<file path="src/logic/shim_consts.svh">
// Host shim constants that set the field widths and the reserved mdata mark for walker traffic
`ifndef SHIM_CONSTS_SVH
`define SHIM_CONSTS_SVH

// ======================================================================
// Field widths
// ======================================================================

// Width of the metadata field carried with every read request and response
`define SHIM_MDATA_W 16

// Width of a cache-line address on the host read-request channel
`define SHIM_CL_ADDR_W 42

// Width of the data carried by a single read response
`define SHIM_CL_DATA_W 64

// Width of the walker's own request tag, which lives in the low mdata bits
`define SHIM_PT_TAG_W 4

// ======================================================================
// Reserved mdata mark
// ======================================================================

// The top mdata bit is reserved to identify traffic owned by the shim
`define SHIM_MDATA_TAG_MASK ({1'b1, {(`SHIM_MDATA_W-1){1'b0}}})

// Masked bits must equal this value for a request or response to be shim traffic
// With a single-bit mask the value simply sets that bit
`define SHIM_MDATA_TAG_VALUE (`SHIM_MDATA_TAG_MASK)

`endif

</file>
<file path="src/logic/host_shim_pkg.sv">
// Host shim package with the shared data types of the read-channel walker shim
`default_nettype none

`include "shim_consts.svh"

package host_shim_pkg;

    // ==================================================================
    // Channel field types
    // ==================================================================

    // Metadata that travels with a request and comes back with its response
    // The AFU owns every bit except the reserved mark
    typedef logic [`SHIM_MDATA_W-1:0] mdata_t;

    // Cache-line address as seen on the host request channel
    typedef logic [`SHIM_CL_ADDR_W-1:0] cl_addr_t;

    // Payload of one read response
    typedef logic [`SHIM_CL_DATA_W-1:0] cl_data_t;

    // ==================================================================
    // Walker types
    // ==================================================================

    // Tag chosen by the page table walker for its own read
    // It rides in the low mdata bits underneath the reserved mark
    // and comes back unchanged on the matching response
    typedef logic [`SHIM_PT_TAG_W-1:0] pt_tag_t;

endpackage

`default_nettype wire

</file>
<file path="src/logic/pt_req_if.sv">
// Walker request interface that carries one pending walker read from the slot to the merger
`timescale 1ns/1ps
`default_nettype none

interface pt_req_if;

    // A walker read is held and waiting for a free cycle on the host channel
    logic                     pending;

    // Cache-line address of the held read
    host_shim_pkg::cl_addr_t  addr;

    // Walker tag of the held read
    host_shim_pkg::pt_tag_t   tag;

    // The merger placed the held read on the host channel in this cycle
    // Only ever high for one cycle and only while pending is high
    logic                     emit;

    // The slot owns the request and learns when it has been sent
    modport slot (
        output pending,
        output addr,
        output tag,
        input  emit
    );

    // The merger sees the request and reports when it sent it
    modport merge (
        input  pending,
        input  addr,
        input  tag,
        output emit
    );

endinterface

`default_nettype wire

</file>
<file path="src/logic/pt_req_slot.sv">
// Walker request slot that holds a single page table read until the merger sends it
`timescale 1ns/1ps
`default_nettype none

module pt_req_slot (
    input  wire logic                     clk,
    input  wire logic                     reset_n,
    input  wire logic                     pt_read_en,
    input  wire host_shim_pkg::cl_addr_t  pt_read_addr,
    input  wire host_shim_pkg::pt_tag_t   pt_read_tag,
    output logic                          pt_read_rdy,
    pt_req_if.slot                        req
);

    // Control state of the slot
    logic                     pending_q;

    // Payload of the held request
    host_shim_pkg::cl_addr_t  addr_q;
    host_shim_pkg::pt_tag_t   tag_q;

    // ==================================================================
    // Pending flag
    // ==================================================================

    // The flag drops on the edge after the merger emits the request
    // A new request from the walker sets it on the edge that accepts it
    // The walker only asks while ready is high, so both never collide
    always_ff @(posedge clk)
    begin
        if (!reset_n)
        begin
            pending_q <= 1'b0;
        end
        else
        begin
            pending_q <= (pending_q & ~req.emit) | pt_read_en;
        end
    end

    // Address and tag are captured together with the request
    always_ff @(posedge clk)
    begin
        if (pt_read_en)
        begin
            addr_q <= pt_read_addr;
            tag_q  <= pt_read_tag;
        end
    end

    // The slot is free whenever nothing is held
    assign pt_read_rdy = ~pending_q;

    // Present the held request to the merger
    assign req.pending = pending_q;
    assign req.addr    = addr_q;
    assign req.tag     = tag_q;

endmodule

`default_nettype wire

</file>
<file path="src/logic/c0_req_merge.sv">
// Read request merger that injects walker reads into the AFU stream and flags mark misuse
`timescale 1ns/1ps
`default_nettype none

`include "shim_consts.svh"

module c0_req_merge (
    input  wire logic                     clk,
    input  wire logic                     reset_n,
    pt_req_if.merge                       req,
    input  wire logic                     afu_c0_valid,
    input  wire host_shim_pkg::cl_addr_t  afu_c0_addr,
    input  wire host_shim_pkg::mdata_t    afu_c0_mdata,
    input  wire logic                     fiu_c0_alm_full,
    output logic                          fiu_c0_valid,
    output host_shim_pkg::cl_addr_t       fiu_c0_addr,
    output host_shim_pkg::mdata_t         fiu_c0_mdata,
    output logic                          error
);

    // The walker read goes out in this cycle
    logic                   emit;

    // Mdata for the injected read with the reserved mark set
    host_shim_pkg::mdata_t  pt_mdata;

    // The AFU has placed a request that carries the reserved mark
    logic                   afu_uses_mark;

    // Sticky misuse flag
    logic                   error_q;

    // ==================================================================
    // Injection
    // ==================================================================

    // A held walker read takes a slot only when the AFU leaves the
    // channel idle and the host can still accept traffic
    // The AFU is throttled by almost-full while the read is held, so
    // this slot normally appears within a few cycles
    assign emit = req.pending & ~afu_c0_valid & ~fiu_c0_alm_full;

    // The walker tag fills the low bits and the mark fills the top bit
    assign pt_mdata = `SHIM_MDATA_TAG_VALUE | host_shim_pkg::mdata_t'(req.tag);

    // AFU traffic passes untouched unless the walker read is chosen
    always_comb
    begin
        fiu_c0_valid = afu_c0_valid;
        fiu_c0_addr  = afu_c0_addr;
        fiu_c0_mdata = afu_c0_mdata;

        if (emit)
        begin
            fiu_c0_valid = 1'b1;
            fiu_c0_addr  = req.addr;
            fiu_c0_mdata = pt_mdata;
        end
    end

    // Tell the slot that its request has left
    assign req.emit = emit;

    // ==================================================================
    // Reserved mark check
    // ==================================================================

    // The AFU must never set the reserved bits to the mark value
    // Otherwise its responses would be stolen by the walker
    assign afu_uses_mark = afu_c0_valid &
        ((afu_c0_mdata & `SHIM_MDATA_TAG_MASK) == `SHIM_MDATA_TAG_VALUE);

    // Once set the flag holds until reset and keeps the AFU blocked
    always_ff @(posedge clk)
    begin
        if (!reset_n)
        begin
            error_q <= 1'b0;
        end
        else if (afu_uses_mark)
        begin
            error_q <= 1'b1;
        end
    end

    assign error = error_q;

endmodule

`default_nettype wire

</file>
<file path="src/logic/c0_rsp_steer.sv">
// Read response steerer that routes marked responses to the walker and forms AFU almost-full
`timescale 1ns/1ps
`default_nettype none

`include "shim_consts.svh"

module c0_rsp_steer (
    input  wire logic                     fiu_rsp_valid,
    input  wire host_shim_pkg::cl_data_t  fiu_rsp_data,
    input  wire host_shim_pkg::mdata_t    fiu_rsp_mdata,
    input  wire logic                     fiu_c0_alm_full,
    input  wire logic                     pending,
    input  wire logic                     error,
    output logic                          afu_rsp_valid,
    output host_shim_pkg::cl_data_t       afu_rsp_data,
    output host_shim_pkg::mdata_t         afu_rsp_mdata,
    output logic                          pt_rsp_valid,
    output host_shim_pkg::cl_data_t       pt_rsp_data,
    output host_shim_pkg::pt_tag_t        pt_rsp_tag,
    output logic                          afu_c0_alm_full
);

    // The response answers a read injected for the walker
    logic is_pt_rsp;

    // ==================================================================
    // Response routing
    // ==================================================================

    // Only the reserved bits decide ownership of a response
    assign is_pt_rsp =
        ((fiu_rsp_mdata & `SHIM_MDATA_TAG_MASK) == `SHIM_MDATA_TAG_VALUE);

    // Walker responses are hidden from the AFU
    // Everything else reaches the AFU exactly as the host sent it
    assign afu_rsp_valid = fiu_rsp_valid & ~is_pt_rsp;
    assign afu_rsp_data  = fiu_rsp_data;
    assign afu_rsp_mdata = fiu_rsp_mdata;

    // The walker sees the data and recovers its own tag from the low bits
    assign pt_rsp_valid = fiu_rsp_valid & is_pt_rsp;
    assign pt_rsp_data  = fiu_rsp_data;
    assign pt_rsp_tag   = fiu_rsp_mdata[`SHIM_PT_TAG_W-1:0];

    // ==================================================================
    // Flow control toward the AFU
    // ==================================================================

    // Host back-pressure passes straight through
    // A held walker read forces almost-full so the AFU soon goes idle
    // and leaves a free cycle for injection
    // A set error keeps the AFU stopped until reset
    assign afu_c0_alm_full = fiu_c0_alm_full | pending | error;

endmodule

`default_nettype wire

</file>
<file path="src/logic/pt_read_shim.sv">
// Page table read shim that passes the host read channel through and injects walker reads
`timescale 1ns/1ps
`default_nettype none

module pt_read_shim (
    input  wire logic                     clk,
    input  wire logic                     reset_n,

    // Walker request
    input  wire logic                     pt_read_en,
    input  wire host_shim_pkg::cl_addr_t  pt_read_addr,
    input  wire host_shim_pkg::pt_tag_t   pt_read_tag,
    output logic                          pt_read_rdy,

    // Walker response
    output logic                          pt_rsp_valid,
    output host_shim_pkg::cl_data_t       pt_rsp_data,
    output host_shim_pkg::pt_tag_t        pt_rsp_tag,

    // AFU read requests
    input  wire logic                     afu_c0_valid,
    input  wire host_shim_pkg::cl_addr_t  afu_c0_addr,
    input  wire host_shim_pkg::mdata_t    afu_c0_mdata,
    output logic                          afu_c0_alm_full,

    // Host read requests
    output logic                          fiu_c0_valid,
    output host_shim_pkg::cl_addr_t       fiu_c0_addr,
    output host_shim_pkg::mdata_t         fiu_c0_mdata,
    input  wire logic                     fiu_c0_alm_full,

    // Host read responses
    input  wire logic                     fiu_rsp_valid,
    input  wire host_shim_pkg::cl_data_t  fiu_rsp_data,
    input  wire host_shim_pkg::mdata_t    fiu_rsp_mdata,

    // AFU read responses
    output logic                          afu_rsp_valid,
    output host_shim_pkg::cl_data_t       afu_rsp_data,
    output host_shim_pkg::mdata_t         afu_rsp_mdata,

    // Sticky misuse of the reserved mark
    output logic                          error
);

    // ==================================================================
    // Walker request path
    // ==================================================================

    // Held walker read shared by the slot and the merger
    pt_req_if req_if ();

    // One-entry buffer between the walker and the host channel
    pt_req_slot u_slot (
        .clk          (clk),
        .reset_n      (reset_n),
        .pt_read_en   (pt_read_en),
        .pt_read_addr (pt_read_addr),
        .pt_read_tag  (pt_read_tag),
        .pt_read_rdy  (pt_read_rdy),
        .req          (req_if.slot)
    );

    // Producer toward the host request channel
    c0_req_merge u_merge (
        .clk             (clk),
        .reset_n         (reset_n),
        .req             (req_if.merge),
        .afu_c0_valid    (afu_c0_valid),
        .afu_c0_addr     (afu_c0_addr),
        .afu_c0_mdata    (afu_c0_mdata),
        .fiu_c0_alm_full (fiu_c0_alm_full),
        .fiu_c0_valid    (fiu_c0_valid),
        .fiu_c0_addr     (fiu_c0_addr),
        .fiu_c0_mdata    (fiu_c0_mdata),
        .error           (error)
    );

    // ==================================================================
    // Response path
    // ==================================================================

    // Consumer of host responses
    // It also needs the pending flag and the error to throttle the AFU
    c0_rsp_steer u_steer (
        .fiu_rsp_valid   (fiu_rsp_valid),
        .fiu_rsp_data    (fiu_rsp_data),
        .fiu_rsp_mdata   (fiu_rsp_mdata),
        .fiu_c0_alm_full (fiu_c0_alm_full),
        .pending         (req_if.pending),
        .error           (error),
        .afu_rsp_valid   (afu_rsp_valid),
        .afu_rsp_data    (afu_rsp_data),
        .afu_rsp_mdata   (afu_rsp_mdata),
        .pt_rsp_valid    (pt_rsp_valid),
        .pt_rsp_data     (pt_rsp_data),
        .pt_rsp_tag      (pt_rsp_tag),
        .afu_c0_alm_full (afu_c0_alm_full)
    );

endmodule

`default_nettype wire

</file>
<file path="config.mk">
export PLATFORM = sky130hd
export DESIGN_NAME = pt_read_shim
export DESIGN_NICKNAME = d
export VERILOG_FILES = /design/src/logic/host_shim_pkg.sv /design/src/logic/pt_req_if.sv /design/src/logic/pt_req_slot.sv /design/src/logic/c0_req_merge.sv /design/src/logic/c0_rsp_steer.sv /design/src/logic/pt_read_shim.sv
export VERILOG_INCLUDE_DIRS = /design/src /design/src/logic
export SDC_FILE = /design/constraint.sdc
export NUM_CORES = 1
export LEC_CHECK = 0
export BUFFER_PORTS_ARGS = -buffer_cell sky130_fd_sc_hd__buf_4
export CORE_AREA = 4 4 154 156
export DETAILED_ROUTE_END_ITERATION = 10
export DIE_AREA = 0 0 158 160
export PLACE_DENSITY = 0.4
export SYNTH_ARGS = -nofsm -noshare
export SYNTH_HDL_FRONTEND = slang
export SYNTH_SLANG_ARGS = --single-unit
</file>
<file path="constraint.sdc">
create_clock -name clk -period 2.4 [get_ports clk]
set_input_delay 0.24 -clock clk [delete_from_list [all_inputs] [get_ports clk]]
set_output_delay 0.24 -clock clk [all_outputs]
set_load 0.02 [all_outputs]
</file>
; ---- Word-level counts from Yosys, hierarchy flattened
; Index checks and enable logic that the tools add are counted.
[op_classes]
n_mux = 3
n_bitwise = 14
[ops]
columns = op, n
row1 = two-way mux 42 bit, 1
row2 = two-way mux 16 bit, 1
row3 = bitwise AND 1 bit, 6
row4 = NOT 1 bit, 5
row5 = OR 1 bit, 3
row6 = two-way mux 1 bit, 1
[word_totals]
output_inout_bits = 212
regBits = 48
word_cells = 21

; ---- Longest topological paths before layout
; Gate-level depths: netlist (run 1).
[depth]
depth_word = 6
mapped_depth = 4
depth_no_buf = 2

; ---- Hierarchy
; From an unflattened synthesis (run 1), not the netlist that was laid out.
[hier_totals]
hier_cells = 271
area_unflattened_um2 = 3253.1
[by_module_without_submodules]
columns = mod, area_each_um2, seq_area_each_um2, instances, cells_each
row1 = pt_req_slot, 1418.9, 1401.3, 1, 50
row2 = c0_rsp_steer, 1129.8, 0.0, 1, 151
row3 = c0_req_merge, 704.4, 20.0, 1, 70

; ---- Worst setup path after synthesis (run 1)
; Ideal clock, no wire load.
[synth_timing]
path_kind = register -> output
startpoint = register u_slot.pending_q (netlist: u_slot.req.pending)
endpoint = output port fiu_c0_addr[30]
setup_slack_ns = 0.902
t_required_ns = 2.160
path_buffers = 2
stages_incl_launch_ff = 5
t_arrival_ns = 1.258
path_cell_list = dfxtp_1 -> nor3b_4 -> buf_6 -> buf_6 -> mux2_2
[synth_via]
elab_chain_len = 3
[synth_lines]
columns = item, line_no
row1 = "start, declared", pt_req_slot.sv:16  ; logic pending_q;
row2 = "start signal, assigned", pt_req_slot.sv:37  ; pending_q <= (pending_q & ~req.emit) | pt_read_en;
row3 = bitwise AND 1 bit (2 in series), c0_req_merge.sv:41  ; assign emit = req.pending & ~afu_c0_valid & ~fiu_c0_alm_full;
row4 = two-way mux 42 bit, c0_req_merge.sv:53  ; if (emit)
row5 = "end, declared", pt_read_shim.sv:28  ; output host_shim_pkg::cl_addr_t fiu_c0_addr,
; No other way between the ends.

; ---- Final worst setup path (run 1)
[layout_timing]
startpoint = register u_slot.pending_q (netlist: u_slot.req.pending)
endpoint = output port fiu_c0_addr[27]
; The elaborated chain is that of the path after synthesis.

==> key figures, run 1 <==
Clock network
  – Worst-path clk slew: 0.07 ns
  – # H-tree levels: 2
  – Clk buf depth: 2
  – TritonCTS clock tree: done
  – Clock Latency Late Sink: 0.29 ns
  – CTS root buf: clkbuf_16
  – Sink Count: 48
  – Post-CTS Resized: 0
  – Hold-fix buffers, CTS: 0
  – Setup Fix Bufs, Post-CTS: 0
  – Num CTS Buffers: 5

Power and ir drop
  – Final total power: 2.20 mW
  – Peak VDD IR: 0.000309 V
  – Leakage: 1.62 nW
  – P per Cell Area: 560 nW/um^2

Cells and area
  – Antenna cells: 0
  – Filler instances: 2456
  – Fin nets: 490
  – Area delta synth->final: 21.0%
  – Layout cells sized above 1: 0.774
  – Final Cell Area: 3930 um^2

Synth
  – Synthesized area per cell: 12.0 um^2
  – Synthesized flop and latch total: 48
  – Post-synth ARST share: 0
  – Synth Cell Area: 3250 um^2
  – Unique masters post-synth: 15
  – Cells after Synth: 270
  – Post-synth EDFFs: 46
  – Predominant post-synthesis flop cell: edfxtp_1
  – Sequential-to-total area share from yosys stat: 0.437
  – Syn nets: 460
  – Synth warnings: 0

Detailed routing
  – Drt pass-1 iters: 4
  – DRT antenna net count: 0
  – Post-route DRC: 0
  – DR vias/cell: 3.28
  – Routed WL: 12.7 mm
  – WL per Instance: 21.6 um
  – Via count: 1921
  – Initial DRC count: 44

GRT
  – Largest net degree at the start of global routing: 48
  – Gr ovfl total: 0
  – Initial antenna violation count: 0
  – All-layer global routing usage: 0.0920
  – Vias in the first global route: 2299
  – First-pass GRT wire length: 16.8 mm

Critical path
  – Req. time, crit path: 2.16 ns
  – Worst endpoint data arrival time: 1.79 ns
  – Worst Setup Start Kind: register
  – CP Max Fanout: 42
  – Crit Path Category: reg -> out
  – Crit end category: output pin

Timing
  – Fmax: 0.493 GHz
  – Crit path time final: 2.03 ns
  – # setup viols final: 0
  – RSZ-0062 raised after global routing: no
  – Final hold vios: 0
  – Setup TNS: 0 ns
  – Crit share post-route: 0.845
  – Slew Viols, Final: 0
  – Final worst slack: 0.371 ns
  – Setup Skew: 0 ns
  – Rel. slew slack: 0.576
  – Worst-margin pin slew: 0.636 ns

Hold path
  – Hold Crit Class: in -> reg

Placement
  – Routability cong.: 0.679
  – Placed wire-length estimate: 11.1 mm
  – # port buffers: 175
  – DP Area: 3790 um^2
  – Place WS: 0.667 ns

Floorplanning
  – Die Y: 160 um
  – # rows: 55
  – Total die area: 25300 um^2
  – CORE AREA: 22400 um^2
  – Starting Density: 0.145
  – Number of top-level pins: 402
  – Die Wd: 158 um

Status
  – Status: finished, final reports clean

Flow run
  – Total of max-cap violations: 0
==> cells in the mapped netlist, types with 2 or more instances <==
cell type | n | area (um^2)
edfxtp_1 | 46 | 1380
o21a_1 | 2 | 15.0
mux2_2 | 46 | 518
dfxtp_1 | 2 | 40.0
buf_6 | 2 | 22.5
buf_4 | 151 | 1130
nor2b_1 | 13 | 81.3
==> placed cells by master (no fill, tap or decap), types with 2 or more instances in the layout <==
cell type / netlist / final
nor2b_1: 13 / 13
mux2_2: 46 / 46
o21a_1: 2 / 2
buf_4: 151 / 176
edfxtp_1: 46 / 46
clkbuf_16: 0 / 5
dfxtp_1: 2 / 2
==> final cells by class <==
type	instances	area, um^2	area share
Sequential cell	48	1420	0.361
Timing Repair Buffer	177	1340	0.341
Multi-Input combinational cell	67	664	0.169
Tap cell	285	357	0.0906
Clock buffer	5	125	0.0318
Clock inverter	3	21.3	0.00541
Inverter	1	3.75	0.000954
==> state kept, by name (all words and copies together), names as in the netlist <==
signal,flops
u_merge.error,1
u_slot.req.addr,42
u_slot.req.pending,1
u_slot.req.tag,4
==> final timing paths <==
kind                       from                  end  slack (ns)  depth (start not counted)
min            pt_read_addr[20]  u_slot.req.addr[20]        0.12                          1
min reg2reg       u_merge.error        u_merge.error        0.56                          2
max reg2reg  u_slot.req.pending   u_slot.req.pending        1.69                          2
max          u_slot.req.pending      fiu_c0_addr[27]        0.37                          4
==> cells by family (layout without fill, tap and decap cells) <==
logic type,after synthesis,in the layout,synth area share
buffers and inverters,155,186,0.358
AND/OR/NAND/NOR,17,17,0.0366
flip-flops,48,48,0.437
AO/OA/AOI/OAI,4,4,0.00847
multiplexers,46,46,0.159
==> critical path: stages, from the launching register on <==
cell and delay, ns:
dfxtp_1 0.38, nor3b_4 0.26, buf_12 0.26, mux2_2 0.39, buf_4 0.17
==> power by group <==
group          switching (mW)  internal, mW  total, mW
clock                   0.337         0.389      0.727
combinational           0.205         0.262      0.467
sequential             0.0188         0.990       1.01
total                   0.561          1.64       2.20
==> metrics by stage <==
step / std cells / hold WS (ns) / utilization
after floorplan: 270 / 0.339 / -
after global placement: 578 / 0.418 / 0.169
after detailed placement: 578 / 0.419 / 0.169
after CTS: 586 / 0.108 / 0.176
after global routing: 586 / 0.103 / 0.176
final: 586 / 0.116 / 0.176
==> metal layers <==
| metal | GRT usage | wire [um] |
|---|---|---|
| met4 | 0.0244 | 221 |
| met2 | 0.164 | 6400 |
| met3 | 0.0954 | 3280 |
| met5 | 0 | 0 |
| met1 | 0.0648 | 2760 |
No activity file was read; power rests on OpenSTA's default activity.
==> run 2: changes to the inputs <==
--- a/config.mk
+++ b/config.mk
@@ -7,9 +7,9 @@
 export NUM_CORES = 1
 export LEC_CHECK = 0
 export BUFFER_PORTS_ARGS = -buffer_cell sky130_fd_sc_hd__buf_4
-export CORE_AREA = 4 4 154 156
+export CORE_AREA = 4 4 156 158
 export DETAILED_ROUTE_END_ITERATION = 10
-export DIE_AREA = 0 0 158 160
+export DIE_AREA = 0 0 160 162
 export PLACE_DENSITY = 0.4
 export SYNTH_ARGS = -nofsm -noshare
 export SYNTH_HDL_FRONTEND = slang
==> constraint.sdc (replaced) <==
create_clock -name clk -period 2.12 [get_ports clk]
set_input_delay 0.212 -clock clk [delete_from_list [all_inputs] [get_ports clk]]
set_output_delay 0.212 -clock clk [all_outputs]
set_load 0.02 [all_outputs]
==> key figures, run 2 (synthesis results as in run 1) <==
Status
  – Status: finished, final reports clean

Cells and area
  – Final Cell Area: 3990 um^2
  – Commonest non-fill, non-tap cell in the layout: buf_4
  – FF+latch area: 1420 um^2
  – Fin cells: 592
  – Fin nets: 490
  – Most frequent cells in the layout: 176 x buf_4, 46 x mux2_2, 46 x edfxtp_1
  – Area occupied by multi-input gates: 664 um^2
  – Area delta synth->final: 22.6%
  – Max FFs per register: 42
  – Layout cells sized above 1: 0.771
  – Final Util: 0.172
  – Filler instances: 2565

Critical path
  – CP Max Fanout: 41
  – FF-to-FF path depth: 2
  – Req. time, crit path: 1.91 ns
  – Crit Path Category: reg -> out
  – Crit end category: output pin
  – Worst endpoint data arrival time: 1.73 ns
  – Crit. Startpoint: u_slot.req.pending
  – Flop2flop setup slack: 1.43 ns
  – Worst flop-to-flop path startpoint: u_slot.req.pending
  – Worst Setup Start Kind: register

Clock network
  – Setup Fix Bufs, Post-CTS: 0
  – Hold-fix buffers, CTS: 0
  – Post-CTS Resized: 0
  – CTS root buf: clkbuf_16
  – Num CTS Buffers: 5
  – Clk buf depth: 2
  – # H-tree levels: 2
  – Sink Count: 48
  – Clock Latency Late Sink: 0.29 ns
  – Worst-path clk slew: 0.07 ns
  – TritonCTS clock tree: done

Power and ir drop
  – Sw frac: 0.226
  – Leakage: 1.64 nW
  – Final total power: 2.71 mW
  – Power share of the clock group: 0.380
  – Comb pwr share: 0.196
  – Flop pwr share: 0.423
  – Internal: 2.10 mW
  – Switching Power: 0.612 mW
  – Peak VDD IR: 0.000378 V
  – P per Cell Area: 679 nW/um^2

Timing
  – Fmax: 0.516 GHz
  – # setup viols final: 0
  – RSZ-0062 raised after global routing: no
  – Final worst slack: 0.183 ns
  – Slew Viols, Final: 0
  – Setup Skew: 0 ns
  – Crit share post-route: 0.914
  – Setup TNS: 0 ns
  – Worst-margin pin slew: 0.641 ns
  – Rel. slew slack: 0.573
  – Crit path time final: 1.94 ns
  – Hold slack: 0.0941 ns
  – Final hold vios: 0

Floorplanning
  – Total die area: 25900 um^2
  – Number of top-level pins: 402
  – Die Wd: 160 um
  – Die Y: 162 um
  – CORE AREA: 23100 um^2
  – Starting Density: 0.141
  – # rows: 56

Hold path
  – Hold depth: 1
  – Hold_sp: pt_read_addr[26]
  – Hold Crit Class: in -> reg

GRT
  – Initial antenna violation count: 0
  – Vias in the first global route: 2222
  – First-pass GRT wire length: 17.6 mm
  – Gr ovfl total: 0
  – Largest net degree at the start of global routing: 48
  – All-layer global routing usage: 0.0953

Placement
  – Placed wire-length estimate: 12.0 mm
  – DP Area: 3790 um^2
  – Placed cell count: 583
  – # port buffers: 175
  – Place WS: 0.493 ns
  – Routability cong.: 0.733

Detailed routing
  – Drt pass-1 iters: 4
  – Via count: 1900
  – Post-route DRC: 0
  – Routed WL: 13.5 mm
  – Initial DRC count: 72
  – DRT antenna net count: 0
  – WL per Instance: 22.8 um
  – DR vias/cell: 3.21

Flow run
  – Total of max-cap violations: 0
-- run 2: cell count changes in the layout (fill, tap and decap cells not counted), sizes merged --
cell	change
diode	+1
bufinv	+2
clkbuf	+1
clkinvlp	-1
inv	-1
clkinv	-1
-- run 2: power groups by stage --
stage          Sequential, mW  Clock, mW  Combinational [mW]
2_1_floorplan            1.15          0               0.622
3_3_place_gp             1.17          0               0.538
3_5_place_dp             1.17          0               0.542
4_1_cts                  1.15       1.08               0.542
5_1_grt                  1.15       1.12               0.567
6_report                 1.15       1.03               0.532
-- run 2: worst paths after layout --
| path | endpoint |
|---|---|
| setup / recovery | fiu_c0_addr[1] |
| hold reg to reg | u_merge.error |
| setup reg to reg | u_slot.req.pending |
| hold / removal | u_slot.req.addr[26] |
-- run 2: layout make-up --
cell class	instances	area share
Sequential cell	48	0.357
Tap cell	290	0.0911
Clock buffer	6	0.0323
Clock inverter	2	0.0151
Antenna cell	1	0.000628
Inverter	1	0.000942
Timing Repair Buffer	177	0.337
Multi-Input combinational cell	67	0.167
-- run 2: worst max-delay path, stage by stage (launching register included) --
cell	delay [ns]
dfxtp_1	0.36
nor3b_4	0.25
buf_12	0.26
mux2_2	0.37
buf_4	0.16
-- run 2: layer usage --
metal,global-route usage,part of all wire,up-vias
met5,0,0,-
met2,0.177,0.52,286
met1,0.0602,0.21,765
met4,0.0418,0.040,0
met3,0.0921,0.23,32
li1,-,-,817
==> run 3: changes to the inputs <==
--- a/config.mk
+++ b/config.mk
@@ -10,7 +10,9 @@
 export CORE_AREA = 4 4 156 158
 export DETAILED_ROUTE_END_ITERATION = 10
 export DIE_AREA = 0 0 160 162
+export HOLD_SLACK_MARGIN = 0.12
 export PLACE_DENSITY = 0.4
+export RECOVER_POWER = 100
 export SYNTH_ARGS = -nofsm -noshare
 export SYNTH_HDL_FRONTEND = slang
 export SYNTH_SLANG_ARGS = --single-unit
==> key figures, run 3 (synthesis results as in run 1) <==
GRT
  – First-pass GRT wire length: 18.5 mm
  – All-layer global routing usage: 0.0986
  – Vias in the first global route: 2481
  – Gr ovfl total: 0
  – Initial antenna violation count: 1
  – Largest net degree at the start of global routing: 48

Floorplanning
  – CORE AREA: 23100 um^2
  – Die Wd: 160 um
  – Die Y: 162 um
  – Total die area: 25900 um^2
  – # rows: 56
  – Starting Density: 0.141
  – Number of top-level pins: 402

Clock network
  – Worst-path clk slew: 0.07 ns
  – CTS root buf: clkbuf_16
  – Sink Count: 48
  – Num CTS Buffers: 5
  – Clk buf depth: 2
  – TritonCTS clock tree: done
  – Clock Latency Late Sink: 0.29 ns
  – # H-tree levels: 2

Power and ir drop
  – P per Cell Area: 642 nW/um^2
  – Leakage: 1.69 nW
  – Final total power: 2.72 mW
  – Peak VDD IR: 0.000387 V

Cells and area
  – Filler instances: 2577
  – Max FFs per register: 42
  – Layout cells sized above 1: 0.579
  – Area delta synth->final: 30.3%
  – Commonest non-fill, non-tap cell in the layout: buf_4
  – Most frequent cells in the layout: 67 x buf_4, 46 x mux2_2, 46 x dlygate4sd3_1, 46 x edfxtp_1, 41 x clkbuf_4
  – Final Util: 0.183
  – FF+latch area: 1420 um^2
  – Fin nets: 536
  – Area occupied by multi-input gates: 664 um^2
  – Fin cells: 638

Placement
  – Routability cong.: 0.733
  – Placed cell count: 583
  – # port buffers: 175
  – Placed wire-length estimate: 12.0 mm

Timing
  – Worst-margin pin slew: 1.26 ns
  – # setup viols final: 0
  – Setup Skew: 0 ns
  – Rel. slew slack: 0.163
  – Final hold vios: 0
  – Setup TNS: 0 ns
  – Crit share post-route: 0.912
  – Crit path time final: 1.93 ns
  – Slew Viols, Final: 0
  – RSZ-0062 raised after global routing: no
  – Fmax: 0.517 GHz

Critical path
  – Req. time, crit path: 1.91 ns
  – Critical Path Max Stage Delay: 0.37 ns
  – Worst-path cell chain: nor3b_4 > buf_12 > mux2_2 > clkbuf_2
  – Worst Setup Start Kind: register
  – CP Max Fanout: 41
  – Worst endpoint data arrival time: 1.72 ns
  – Crit Path Category: reg -> out
  – CP max-delay cell: mux2_2
  – Crit end category: output pin

Detailed routing
  – Routed WL: 13.7 mm
  – Via count: 2125
  – Initial DRC count: 54
  – DR vias/cell: 3.33
  – Post-route DRC: 0
  – DRT antenna net count: 0
  – Drt pass-1 iters: 4
  – WL per Instance: 21.5 um

Status
  – Status: finished, final reports clean

Hold path
  – Hold Crit Class: in -> reg

Flow run
  – Total of max-cap violations: 0
[run 3: cell count changes in the layout (fill, tap and decap cells not counted), sizes merged]
cell | before | now
buf | 177 | 68
clkbuf | 6 | 115
dlygate4sd3 | 0 | 46
[run 3: final timing paths]
check                          start            endpoint  slack [ns]  cells after the start
setup / recovery  u_slot.req.pending     fiu_c0_addr[35]        0.19                      4
hold / removal               reset_n  u_slot.req.pending        0.13                      2
hold reg to reg        u_merge.error       u_merge.error        0.53                      2
setup reg to reg  u_slot.req.pending  u_slot.req.pending        1.43                      2
[run 3: repair_timing]
action	CTS	global route
hold buffers	46	0
resized for setup	0	0
endpoints found under the hold margin	46	0
buffers inserted	0	0
[run 3: metal layers]
metal,vias to the layer above,wire (um),global-route usage,share of wire
met5,-,0,0,0
met4,0,545,0.0403,0.040
met3,28,2860,0.0835,0.21
met2,295,7250,0.189,0.53
met1,895,3070,0.0662,0.22
li1,907,-,-,-
[run 3: cell type report]
| type | count | area share |
|---|---|---|
| clock buffer | 6 | 0.0304 |
| inverter | 1 | 0.000886 |
| multi-input combinational | 67 | 0.157 |
| antenna | 1 | 0.000591 |
| tap | 290 | 0.0856 |
| timing repair buffer | 223 | 0.376 |
| sequential | 48 | 0.335 |
| clock inverter | 2 | 0.0142 |
[run 3: report_power, final]
part           internal (mW)  switching [mW]
Clock                  0.677           0.357
Sequential              1.12          0.0252
Combinational          0.289           0.248
[run 3: per-stage QoR]
stage	setup WS [ns]	hold slack (ns)	cell area, um^2
2_1_floorplan	0.650	0.311	3250
5_1_grt	0.105	0.136	4240
4_1_cts	0.160	0.126	4440
3_3_place_gp	0.514	0.390	3790
6_report	0.186	0.132	4240
3_5_place_dp	0.493	0.391	3790
[run 3: critical path: cells and delay by family (launching register included)]
family	cells	cell delay [ns]
muxes	1	0.37
DFF	1	0.36
buffers and inverters	2	0.42
and+or+nand+nor	1	0.25
